File: src/source/filter_pkg.sv
/* Opcodes and field-state codes shared by the filter-condition stages.
   Opcodes above FILTER_NOT_EQ_TERN are undefined; state codes 2 and 3 pass through untouched. */
package filter_pkg;

  // --------------------------------------------------
  // Operation codes
  // --------------------------------------------------
  localparam int unsigned FILTER_OP_WIDTH = 4;

  // No operation, operands go straight out
  localparam logic [FILTER_OP_WIDTH-1:0] FILTER_NOP         = 4'd0;

  // Ring compares, one flag per field
  localparam logic [FILTER_OP_WIDTH-1:0] FILTER_GT          = 4'd1;
  localparam logic [FILTER_OP_WIDTH-1:0] FILTER_LT          = 4'd2;
  localparam logic [FILTER_OP_WIDTH-1:0] FILTER_EQ          = 4'd3;
  localparam logic [FILTER_OP_WIDTH-1:0] FILTER_NOT_EQ      = 4'd4;

  // Ternary reorders on operands 0, 1 and the last slot
  localparam logic [FILTER_OP_WIDTH-1:0] FILTER_GT_TERN     = 4'd5;
  localparam logic [FILTER_OP_WIDTH-1:0] FILTER_LT_TERN     = 4'd6;
  localparam logic [FILTER_OP_WIDTH-1:0] FILTER_EQ_TERN     = 4'd7;
  localparam logic [FILTER_OP_WIDTH-1:0] FILTER_NOT_EQ_TERN = 4'd8;

  // --------------------------------------------------
  // Field state codes
  // --------------------------------------------------
  localparam int unsigned FIELD_STATE_WIDTH = 2;

  // Slot holds no usable value
  localparam logic [FIELD_STATE_WIDTH-1:0] FIELD_STATE_INVALID = 2'd0;
  // Slot holds a live value
  localparam logic [FIELD_STATE_WIDTH-1:0] FIELD_STATE_RUNNING = 2'd1;

endpackage : filter_pkg

File: src/source/filter_operand_select.sv
/* Stage 1, one register deep. Each ops_mask row must be zero or one-hot;
   const_mask wins over routing for a slot. */
module filter_operand_select #(
  parameter int NUM_FIELDS  = 4,
  parameter int FIELD_WIDTH = 32
) (
  input  logic                                                ap_clk,
  input  logic                                                rst,
  input  logic                                                in_valid,
  input  logic [NUM_FIELDS*FIELD_WIDTH-1:0]                   field_data,
  input  logic [NUM_FIELDS*filter_pkg::FIELD_STATE_WIDTH-1:0] field_state,
  input  logic [NUM_FIELDS-1:0]                               const_mask,
  input  logic [FIELD_WIDTH-1:0]                              const_value,
  input  logic [NUM_FIELDS*NUM_FIELDS-1:0]                    ops_mask,
  input  logic [NUM_FIELDS-1:0]                               filter_mask,
  input  logic [filter_pkg::FILTER_OP_WIDTH-1:0]              filter_operation,
  input  logic                                                equal_flag,
  output logic                                                sel_valid,
  output logic [NUM_FIELDS*FIELD_WIDTH-1:0]                   ops_data,
  output logic [NUM_FIELDS*filter_pkg::FIELD_STATE_WIDTH-1:0] ops_state,
  output logic [NUM_FIELDS*FIELD_WIDTH-1:0]                   orig_data,
  output logic [NUM_FIELDS*filter_pkg::FIELD_STATE_WIDTH-1:0] orig_state,
  output logic [NUM_FIELDS-1:0]                               sel_filter_mask,
  output logic [filter_pkg::FILTER_OP_WIDTH-1:0]              sel_filter_operation,
  output logic                                                sel_equal_flag
);

  import filter_pkg::*;

  logic [NUM_FIELDS*FIELD_WIDTH-1:0]       ops_data_next;
  logic [NUM_FIELDS*FIELD_STATE_WIDTH-1:0] ops_state_next;
  logic [NUM_FIELDS*FIELD_WIDTH-1:0]       orig_data_next;
  logic [NUM_FIELDS*FIELD_STATE_WIDTH-1:0] orig_state_next;
  logic [NUM_FIELDS-1:0]                   rows_onehot0;

  // --------------------------------------------------
  // Slot routing
  // --------------------------------------------------
  always_comb begin
    logic [NUM_FIELDS-1:0]        row;
    logic [FIELD_WIDTH-1:0]       pick_data;
    logic [FIELD_STATE_WIDTH-1:0] pick_state;
    for (int i = 0; i < NUM_FIELDS; i++) begin
      row = ops_mask[i*NUM_FIELDS +: NUM_FIELDS];
      rows_onehot0[i] = ((row & (row - 1'b1)) == '0);

      // Own field unless the row routes another one in
      pick_data  = field_data[i*FIELD_WIDTH +: FIELD_WIDTH];
      pick_state = field_state[i*FIELD_STATE_WIDTH +: FIELD_STATE_WIDTH];
      for (int j = 0; j < NUM_FIELDS; j++) begin
        if (row[j]) begin
          pick_data  = field_data[j*FIELD_WIDTH +: FIELD_WIDTH];
          pick_state = field_state[j*FIELD_STATE_WIDTH +: FIELD_STATE_WIDTH];
        end
      end

      orig_data_next[i*FIELD_WIDTH +: FIELD_WIDTH]              = pick_data;
      orig_state_next[i*FIELD_STATE_WIDTH +: FIELD_STATE_WIDTH] = pick_state;

      if (const_mask[i]) begin
        ops_data_next[i*FIELD_WIDTH +: FIELD_WIDTH]              = const_value;
        ops_state_next[i*FIELD_STATE_WIDTH +: FIELD_STATE_WIDTH] = FIELD_STATE_RUNNING;
      end else if (|row) begin
        ops_data_next[i*FIELD_WIDTH +: FIELD_WIDTH]              = pick_data;
        ops_state_next[i*FIELD_STATE_WIDTH +: FIELD_STATE_WIDTH] = pick_state;
      end else begin
        // Unrouted slot reads as an empty operand
        ops_data_next[i*FIELD_WIDTH +: FIELD_WIDTH]              = '0;
        ops_state_next[i*FIELD_STATE_WIDTH +: FIELD_STATE_WIDTH] = FIELD_STATE_INVALID;
      end
    end
  end

  always_ff @(posedge ap_clk) begin
    if (rst) begin
      sel_valid <= 1'b0;
    end else begin
      sel_valid <= in_valid;
    end
  end

  // Packet and configuration move on every cycle
  always_ff @(posedge ap_clk) begin
    ops_data             <= ops_data_next;
    ops_state            <= ops_state_next;
    orig_data            <= orig_data_next;
    orig_state           <= orig_state_next;
    sel_filter_mask      <= filter_mask;
    sel_filter_operation <= filter_operation;
    sel_equal_flag       <= equal_flag;
  end

  // Two bits in one row would make the routed source ambiguous
  ops_mask_onehot0_a : assert property (@(posedge ap_clk) disable iff (rst)
    in_valid |-> &rows_onehot0)
    else $error("ops_mask row with more than one source bit");

endmodule : filter_operand_select

File: src/source/filter_cond_eval.sv
/* Stage 2, one register deep. Compares are unsigned against the ring neighbour;
   undefined opcodes return the orig set with all flags set. */
module filter_cond_eval #(
  parameter int NUM_FIELDS  = 4,
  parameter int FIELD_WIDTH = 32
) (
  input  logic                                                ap_clk,
  input  logic                                                rst,
  input  logic                                                sel_valid,
  input  logic [NUM_FIELDS*FIELD_WIDTH-1:0]                   ops_data,
  input  logic [NUM_FIELDS*filter_pkg::FIELD_STATE_WIDTH-1:0] ops_state,
  input  logic [NUM_FIELDS*FIELD_WIDTH-1:0]                   orig_data,
  input  logic [NUM_FIELDS*filter_pkg::FIELD_STATE_WIDTH-1:0] orig_state,
  input  logic [NUM_FIELDS-1:0]                               sel_filter_mask,
  input  logic [filter_pkg::FILTER_OP_WIDTH-1:0]              sel_filter_operation,
  input  logic                                                sel_equal_flag,
  output logic                                                eval_valid,
  output logic [NUM_FIELDS*FIELD_WIDTH-1:0]                   res_data,
  output logic [NUM_FIELDS*filter_pkg::FIELD_STATE_WIDTH-1:0] res_state,
  output logic [NUM_FIELDS-1:0]                               cond_flags,
  output logic [NUM_FIELDS-1:0]                               eval_filter_mask
);

  import filter_pkg::*;

  localparam int LAST = NUM_FIELDS - 1;

  logic [FIELD_WIDTH-1:0]       op_d  [NUM_FIELDS];
  logic [FIELD_STATE_WIDTH-1:0] op_s  [NUM_FIELDS];
  logic [FIELD_WIDTH-1:0]       org_d [NUM_FIELDS];
  logic [FIELD_STATE_WIDTH-1:0] org_s [NUM_FIELDS];
  logic [FIELD_WIDTH-1:0]       res_d [NUM_FIELDS];
  logic [FIELD_STATE_WIDTH-1:0] res_s [NUM_FIELDS];

  logic [NUM_FIELDS-1:0] gt;
  logic [NUM_FIELDS-1:0] lt;
  logic [NUM_FIELDS-1:0] eq;
  logic [NUM_FIELDS-1:0] eq_mask;
  logic [NUM_FIELDS-1:0] flags_next;
  logic                  keep_order;
  logic                  swap_ends;

  // Slice the flat packets into per-field views
  always_comb begin
    for (int i = 0; i < NUM_FIELDS; i++) begin
      op_d[i]  = ops_data[i*FIELD_WIDTH +: FIELD_WIDTH];
      op_s[i]  = ops_state[i*FIELD_STATE_WIDTH +: FIELD_STATE_WIDTH];
      org_d[i] = orig_data[i*FIELD_WIDTH +: FIELD_WIDTH];
      org_s[i] = orig_state[i*FIELD_STATE_WIDTH +: FIELD_STATE_WIDTH];
    end
  end

  // --------------------------------------------------
  // Neighbour compares, last field wraps to field 0
  // --------------------------------------------------
  always_comb begin
    int nb;
    for (int i = 0; i < NUM_FIELDS; i++) begin
      nb = (i == LAST) ? 0 : i + 1;
      gt[i] = op_d[i] > op_d[nb];
      lt[i] = op_d[i] < op_d[nb];
      eq[i] = op_d[i] == op_d[nb];
    end
  end

  // Or-equal term for GT and LT
  assign eq_mask = eq & {NUM_FIELDS{sel_equal_flag}};

  // Ternary conditions only look at slots 0 and 1
  always_comb begin
    keep_order = 1'b1;
    swap_ends  = 1'b0;
    case (sel_filter_operation)
      FILTER_GT_TERN:     keep_order = gt[0] | eq_mask[0];
      FILTER_LT_TERN:     keep_order = lt[0] | eq_mask[0];
      FILTER_EQ_TERN:     swap_ends  = eq[0];
      FILTER_NOT_EQ_TERN: swap_ends  = ~eq[0];
      default:            keep_order = 1'b1;
    endcase
  end

  // --------------------------------------------------
  // Result selection
  // --------------------------------------------------
  always_comb begin
    flags_next = '1;
    for (int i = 0; i < NUM_FIELDS; i++) begin
      res_d[i] = org_d[i];
      res_s[i] = org_s[i];
    end

    case (sel_filter_operation)
      FILTER_GT:     flags_next = gt | eq_mask;
      FILTER_LT:     flags_next = lt | eq_mask;
      FILTER_EQ:     flags_next = eq;
      FILTER_NOT_EQ: flags_next = ~eq;

      FILTER_NOP, FILTER_GT_TERN, FILTER_LT_TERN,
      FILTER_EQ_TERN, FILTER_NOT_EQ_TERN: begin
        for (int i = 0; i < NUM_FIELDS; i++) begin
          res_d[i] = op_d[i];
          res_s[i] = op_s[i];
        end
        // State moves along with its data
        if (!keep_order) begin
          res_d[0] = op_d[1];
          res_s[0] = op_s[1];
          res_d[1] = op_d[0];
          res_s[1] = op_s[0];
        end
        if (swap_ends) begin
          res_d[0]    = op_d[LAST];
          res_s[0]    = op_s[LAST];
          res_d[LAST] = op_d[0];
          res_s[LAST] = op_s[0];
        end
      end

      default: flags_next = '1;
    endcase
  end

  always_ff @(posedge ap_clk) begin
    if (rst) begin
      eval_valid <= 1'b0;
    end else begin
      eval_valid <= sel_valid;
    end
  end

  always_ff @(posedge ap_clk) begin
    for (int i = 0; i < NUM_FIELDS; i++) begin
      res_data[i*FIELD_WIDTH +: FIELD_WIDTH]              <= res_d[i];
      res_state[i*FIELD_STATE_WIDTH +: FIELD_STATE_WIDTH] <= res_s[i];
    end
    cond_flags       <= flags_next;
    eval_filter_mask <= sel_filter_mask;
  end

  // Undefined codes still produce a packet, flag them for the user
  filter_op_defined_a : assert property (@(posedge ap_clk) disable iff (rst)
    sel_valid |-> sel_filter_operation <= FILTER_NOT_EQ_TERN)
    else $warning("undefined filter_operation %0d", sel_filter_operation);

endmodule : filter_cond_eval

File: src/source/filter_result_reduce.sv
/* Stage 3, one register deep. A zero filter_mask always passes. */
module filter_result_reduce #(
  parameter int NUM_FIELDS  = 4,
  parameter int FIELD_WIDTH = 32
) (
  input  logic                                                ap_clk,
  input  logic                                                rst,
  input  logic                                                eval_valid,
  input  logic [NUM_FIELDS*FIELD_WIDTH-1:0]                   res_data,
  input  logic [NUM_FIELDS*filter_pkg::FIELD_STATE_WIDTH-1:0] res_state,
  input  logic [NUM_FIELDS-1:0]                               cond_flags,
  input  logic [NUM_FIELDS-1:0]                               eval_filter_mask,
  output logic                                                out_valid,
  output logic [NUM_FIELDS*FIELD_WIDTH-1:0]                   out_data,
  output logic [NUM_FIELDS*filter_pkg::FIELD_STATE_WIDTH-1:0] out_state,
  output logic                                                pass
);

  logic pass_next;

  // Masked-off fields count as passing
  assign pass_next = &(cond_flags | ~eval_filter_mask);

  always_ff @(posedge ap_clk) begin
    if (rst) begin
      out_valid <= 1'b0;
    end else begin
      out_valid <= eval_valid;
    end
  end

  always_ff @(posedge ap_clk) begin
    out_data  <= res_data;
    out_state <= res_state;
    pass      <= pass_next;
  end

  // No stray packet right out of reset
  out_valid_after_rst_a : assert property (@(posedge ap_clk)
    $fell(rst) |=> !out_valid)
    else $error("out_valid high in the cycle after reset release");

endmodule : filter_result_reduce

File: src/source/filter_cond_engine.sv
/* Fixed three-cycle pipeline with one packet per cycle and no back-pressure;
   the sink must take every out_valid. */
module filter_cond_engine #(
  parameter int NUM_FIELDS  = 4,
  parameter int FIELD_WIDTH = 32
) (
  input  logic                                                ap_clk,
  input  logic                                                rst,
  input  logic                                                in_valid,
  input  logic [NUM_FIELDS*FIELD_WIDTH-1:0]                   field_data,
  input  logic [NUM_FIELDS*filter_pkg::FIELD_STATE_WIDTH-1:0] field_state,
  input  logic [NUM_FIELDS-1:0]                               const_mask,
  input  logic [FIELD_WIDTH-1:0]                              const_value,
  input  logic [NUM_FIELDS*NUM_FIELDS-1:0]                    ops_mask,
  input  logic [NUM_FIELDS-1:0]                               filter_mask,
  input  logic [filter_pkg::FILTER_OP_WIDTH-1:0]              filter_operation,
  input  logic                                                equal_flag,
  output logic                                                out_valid,
  output logic [NUM_FIELDS*FIELD_WIDTH-1:0]                   out_data,
  output logic [NUM_FIELDS*filter_pkg::FIELD_STATE_WIDTH-1:0] out_state,
  output logic                                                pass
);

  import filter_pkg::*;

  // Stage 1 to stage 2
  logic                                    sel_valid;
  logic [NUM_FIELDS*FIELD_WIDTH-1:0]       ops_data;
  logic [NUM_FIELDS*FIELD_STATE_WIDTH-1:0] ops_state;
  logic [NUM_FIELDS*FIELD_WIDTH-1:0]       orig_data;
  logic [NUM_FIELDS*FIELD_STATE_WIDTH-1:0] orig_state;
  logic [NUM_FIELDS-1:0]                   sel_filter_mask;
  logic [FILTER_OP_WIDTH-1:0]              sel_filter_operation;
  logic                                    sel_equal_flag;

  // Stage 2 to stage 3
  logic                                    eval_valid;
  logic [NUM_FIELDS*FIELD_WIDTH-1:0]       res_data;
  logic [NUM_FIELDS*FIELD_STATE_WIDTH-1:0] res_state;
  logic [NUM_FIELDS-1:0]                   cond_flags;
  logic [NUM_FIELDS-1:0]                   eval_filter_mask;

  filter_operand_select #(
    .NUM_FIELDS (NUM_FIELDS),
    .FIELD_WIDTH(FIELD_WIDTH)
  ) operand_select_i (
    .ap_clk, .rst, .in_valid, .field_data, .field_state,
    .const_mask, .const_value, .ops_mask, .filter_mask,
    .filter_operation, .equal_flag,
    .sel_valid, .ops_data, .ops_state, .orig_data, .orig_state,
    .sel_filter_mask, .sel_filter_operation, .sel_equal_flag
  );

  filter_cond_eval #(
    .NUM_FIELDS (NUM_FIELDS),
    .FIELD_WIDTH(FIELD_WIDTH)
  ) cond_eval_i (
    .ap_clk, .rst, .sel_valid, .ops_data, .ops_state, .orig_data, .orig_state,
    .sel_filter_mask, .sel_filter_operation, .sel_equal_flag,
    .eval_valid, .res_data, .res_state, .cond_flags, .eval_filter_mask
  );

  filter_result_reduce #(
    .NUM_FIELDS (NUM_FIELDS),
    .FIELD_WIDTH(FIELD_WIDTH)
  ) result_reduce_i (
    .ap_clk, .rst, .eval_valid, .res_data, .res_state, .cond_flags,
    .eval_filter_mask,
    .out_valid, .out_data, .out_state, .pass
  );

endmodule : filter_cond_engine

File: config.mk
export PLATFORM = sky130hd
export DESIGN_NAME = filter_cond_engine
export DESIGN_NICKNAME = d
export VERILOG_FILES = /design/src/source/filter_pkg.sv /design/src/source/filter_operand_select.sv /design/src/source/filter_cond_eval.sv /design/src/source/filter_result_reduce.sv /design/src/source/filter_cond_engine.sv
export SDC_FILE = /design/constraint.sdc
export NUM_CORES = 1
export LEC_CHECK = 0
export BUFFER_PORTS_ARGS = -buffer_cell sky130_fd_sc_hd__buf_2
export CELL_PAD_IN_SITES_DETAIL_PLACEMENT = 1
export CELL_PAD_IN_SITES_GLOBAL_PLACEMENT = 1
export CORE_MARGIN = 3
export CORE_UTILIZATION = 44
export DETAILED_ROUTE_END_ITERATION = 6
export GPL_TIMING_DRIVEN = 0
export HOLD_SLACK_MARGIN = 0.02
export PLACE_DENSITY_LB_ADDON = 0.08
export RECOVER_POWER = 100
export SYNTH_ARGS = -nofsm -noshare
export SYNTH_HDL_FRONTEND = slang
export SYNTH_SLANG_ARGS = --single-unit
File: constraint.sdc
create_clock -name ap_clk -period 3.4 [get_ports ap_clk]
set_input_delay 0.51 -clock ap_clk [delete_from_list [all_inputs] [get_ports ap_clk]]
set_output_delay 0.51 -clock ap_clk [all_outputs]
set_load 0.01 [all_outputs]
==> out/qor.json <==
{
  "syn_avg_cell_area": {"value": 9.02, "unit": "sq um"},
  "detailroute.via_count": {"value": 22500},
  "flow.area_growth_from_synthesis": {"value": 18.0, "unit": "%"},
  "cts.path.max_buffers": {"value": 3},
  "most_common_library_cell_in_the_layout_ignoring_fill_and_taps": {"value": "sky130_fd_sc_hd__dfxtp_1"},
  "grt.total_usage": {"value": 36.2, "unit": "%"},
  "postSynth.topFlopCell": {"value": "sky130_fd_sc_hd__dfxtp_1"},
  "pwr_density_cell": {"value": 618, "unit": "nW/um^2"},
  "initial_utilization": {"value": 44.7, "unit": "%"},
  "cts.sink_count": {"value": 565},
  "clk_pin_slew": {"value": 0.06, "unit": "ns"},
  "vdd_ir_drop_max": {"value": 0.333, "unit": "mV"},
  "yosys_warning_count": {"value": 0},
  "crit_path_start_kind": {"value": "flip-flop"},
  "hold_viol": {"value": 0},
  "synth.yosys.seq_area_share": {"value": 47.9, "unit": "%"},
  "drc": {"value": 0},
  "final.min_clock_period": {"value": 3.33, "unit": "ns"},
  "portBuffers": {"value": 327},
  "detailed_place_hpwl": {"value": 84300, "unit": "um"},
  "place_worst_setup_slack": {"value": -0.437, "unit": "ns"},
  "total_of_endpoints_with_negative_setup_slack_in_the_final_report": {"value": 0},
  "hold_path_class": {"value": "in2reg"},
  "num-nets-final": {"value": 3331},
  "final_util": {"value": 52.7, "unit": "%"},
  "cellLeakagePower": {"value": 12.1, "unit": "nW"},
  "timing.max_slew.rel_slack": {"value": 15.1, "unit": "%"},
  "min_period_over_period": {"value": 97.8, "unit": "%"},
  "fin_skew": {"value": 0.0157, "unit": "ns"},
  "antenna_found_initial": {"value": 5},
  "floorplan.core_area": {"value": 52900, "unit": "sq um"},
  "worstPathArrival": {"value": 3.77, "unit": "ns"},
  "rows": {"value": 84},
  "clock_tree.root_cell": {"value": "sky130_fd_sc_hd__clkbuf_16"},
  "die-height": {"value": 238, "unit": "um"},
  "ys_seq_elements": {"value": 565},
  "cts_buffers": {"value": 51},
  "detailedRoute.firstIterationViolations": {"value": 2176},
  "drt_wl_total": {"value": 106000, "unit": "um"},
  "die_width": {"value": 238, "unit": "um"},
  "layout.cells.most_common_list": {"value": "sky130_fd_sc_hd__dfxtp_1, sky130_fd_sc_hd__nand2_1, sky130_fd_sc_hd__clkbuf_1"},
  "grt_pass1_wl": {"value": 153000, "unit": "um"},
  "mappedNetlistNets": {"value": 2945},
  "drive_gt1_share": {"value": 12.2, "unit": "%"},
  "path_max_fanout": {"value": 10},
  "power": {"value": 17.2, "unit": "mW"},
  "grt_pass1_vias": {"value": 23000},
  "design.die.area": {"value": 56500, "unit": "sq um"},
  "vias_per_cell": {"value": 6.03},
  "final.setup.worst_slack": {"value": 0.0733, "unit": "ns"},
  "achievable-frequency": {"value": 301, "unit": "MHz"},
  "wl_per_cell": {"value": 28.3, "unit": "um"},
  "clk-insertion-delay-late": {"value": 0.59, "unit": "ns"},
  "grt.overflow.total": {"value": 0},
  "fin_tns_setup": {"value": 0, "unit": "ns"},
  "netlist_area_before_placement": {"value": 23600, "unit": "sq um"},
  "maxCapViolations": {"value": 0},
  "drt_pass1_iterations": {"value": 6},
  "diodes": {"value": 0},
  "worst_pin_slew": {"value": 1.26, "unit": "ns"},
  "design.portCount": {"value": 338},
  "grt_max_degree": {"value": 16},
  "final_antenna_net_count": {"value": 0},
  "clock_tree.htree_level_count": {"value": 2},
  "run_status": {"value": "completed"},
  "tritoncts": {"value": "yes"},
  "cell_count_post_placement": {"value": 3632},
  "routabilityCongestion": {"value": 0.989},
  "finalMaxSlewViolations": {"value": 0},
  "finalNonFillerCells": {"value": 3729},
  "worst_setup_path_end_kind": {"value": "flip-flop"},
  "syn_inst_count": {"value": 2617},
  "synth_async_sr_flop_share": {"value": 0, "unit": "%"},
  "critPathRequiredTime": {"value": 3.85, "unit": "ns"},
  "synth.distinct_cells": {"value": 50},
  "synth-edff-count": {"value": 0},
  "criticalPathCategory": {"value": "reg2reg"}
}
## per-stage QoR
| stage | hold slack (ns) | cell area [sq um] |
|---|---|---|
| after global placement | 0.310 | 26100 |
| after detailed placement | 0.313 | 26100 |
| final | 0.0353 | 27900 |
| after global routing | 0.0243 | 27900 |
| after CTS | 0.0210 | 28000 |
| after floorplan | 0.310 | 23600 |
## critical path, cell delays in order, from the launching register on
cell and delay (ns):
sky130_fd_sc_hd__dfxtp_1 0.43, sky130_fd_sc_hd__inv_1 0.08, sky130_fd_sc_hd__ha_1 0.33, sky130_fd_sc_hd__nand4_1 0.25, sky130_fd_sc_hd__nor2_1 0.16, sky130_fd_sc_hd__nand2_1 0.17, sky130_fd_sc_hd__nand2b_1 0.19, sky130_fd_sc_hd__buf_2 0.19
sky130_fd_sc_hd__o32a_1 0.34, sky130_fd_sc_hd__a211o_1 0.35, sky130_fd_sc_hd__buf_4 0.23, sky130_fd_sc_hd__buf_6 0.17, sky130_fd_sc_hd__o221a_1 0.30
## cells in the mapped netlist, types with 42 or more instances
library cell                 n  area [sq um]
sky130_fd_sc_hd__clkbuf_1  162           608
sky130_fd_sc_hd__ha_1      128          1600
sky130_fd_sc_hd__o31ai_1    71           533
sky130_fd_sc_hd__dfxtp_1   565         11300
sky130_fd_sc_hd__o21ai_0   155           776
sky130_fd_sc_hd__nor2b_1    85           532
sky130_fd_sc_hd__nand2_1   316          1190
sky130_fd_sc_hd__a211oi_1   42           315
sky130_fd_sc_hd__a22o_1    128          1120
sky130_fd_sc_hd__inv_1     139           522
sky130_fd_sc_hd__nor2_1    225           845
sky130_fd_sc_hd__mux2i_1    55           551
sky130_fd_sc_hd__a21oi_1   176           881
sky130_fd_sc_hd__o221a_2    47           529
## registers in the layout (all words and copies together), names as in the netlist
signal,count
cond_eval_i.res_data,128
operand_select_i.ops_data,128
operand_select_i.orig_data,128
result_reduce_i.out_data,128
cond_eval_i.res_state,8
operand_select_i.ops_state,8
operand_select_i.orig_state,8
result_reduce_i.out_state,8
cond_eval_i.cond_flags,4
cond_eval_i.eval_filter_mask,4
operand_select_i.sel_filter_mask,4
operand_select_i.sel_filter_operation,4
cond_eval_i.eval_valid,1
operand_select_i.sel_equal_flag,1
operand_select_i.sel_valid,1
result_reduce_i.out_valid,1
result_reduce_i.pass,1
## cell families (layout without fill, tap and decap cells)
group / count (synthesis) / after routing / share of synthesized area, %
multiplexers: 57 / 57 / 2.43
adder cells (fa/ha/maj): 128 / 128 / 6.78
AND/OR/NAND/NOR: 741 / 741 / 13.7
AO/OA/AOI/OAI: 797 / 797 / 23.8
buffers and inverters: 329 / 753 / 5.38
flip-flops: 565 / 565 / 47.9
## power breakdown
| part | switching (mW) | leakage (nW) | internal, mW | total [mW] |
|---|---|---|---|---|
| logic | 2.10 | 6.51 | 1.11 | 3.21 |
| registers | 0.453 | 4.76 | 7.43 | 7.88 |
| clock network | 2.56 | 0.865 | 3.56 | 6.12 |
| total | 5.11 | 12.1 | 12.1 | 17.2 |
## routing by layer
metal	track usage, %	share of wire (%)	routed length [um]
met4	8.57	2.1	2180
met1	51.6	45	47300
met5	0	0.043	45
met3	6.69	8.7	9180
met2	57.2	44	47000
## final timing paths
path                                 startpoint                                        to  slack (ns)  depth (start not counted)
hold / removal              filter_operation[1]  operand_select_i.sel_filter_operation[1]        0.04                          1
hold reg to reg        cond_eval_i.res_data[84]              result_reduce_i.out_data[84]        0.32                          0
setup reg to reg  operand_select_i.ops_data[49]                  cond_eval_i.res_data[30]        0.07                         12
setup / recovery  operand_select_i.ops_data[49]                  cond_eval_i.res_data[30]        0.07                         12
## timing repair
| action | 4_1_cts | 5_1_grt |
|---|---|---|
| setup endpoints to repair | 92 | 95 |
| hold buffers | 1 | 0 |
| setup buffers | 3 | 3 |
| hold endpoints to repair | 1 | 0 |
| pin swaps | 1 | 4 |
| resized for setup | 21 | 22 |
## layout make-up
| cell class | count | area, sq um |
|---|---|---|
| sequential | 565 | 11300 |
| buffer | 189 | 773 |
| inverter | 139 | 522 |
| multi-input combinational | 1723 | 11100 |
| fill | 6265 | 25000 |
| clock buffer | 69 | 1470 |
| tap | 688 | 861 |
| clock inverter | 22 | 305 |
| timing repair buffer | 334 | 1520 |
Power figures use the tool's default switching activity.
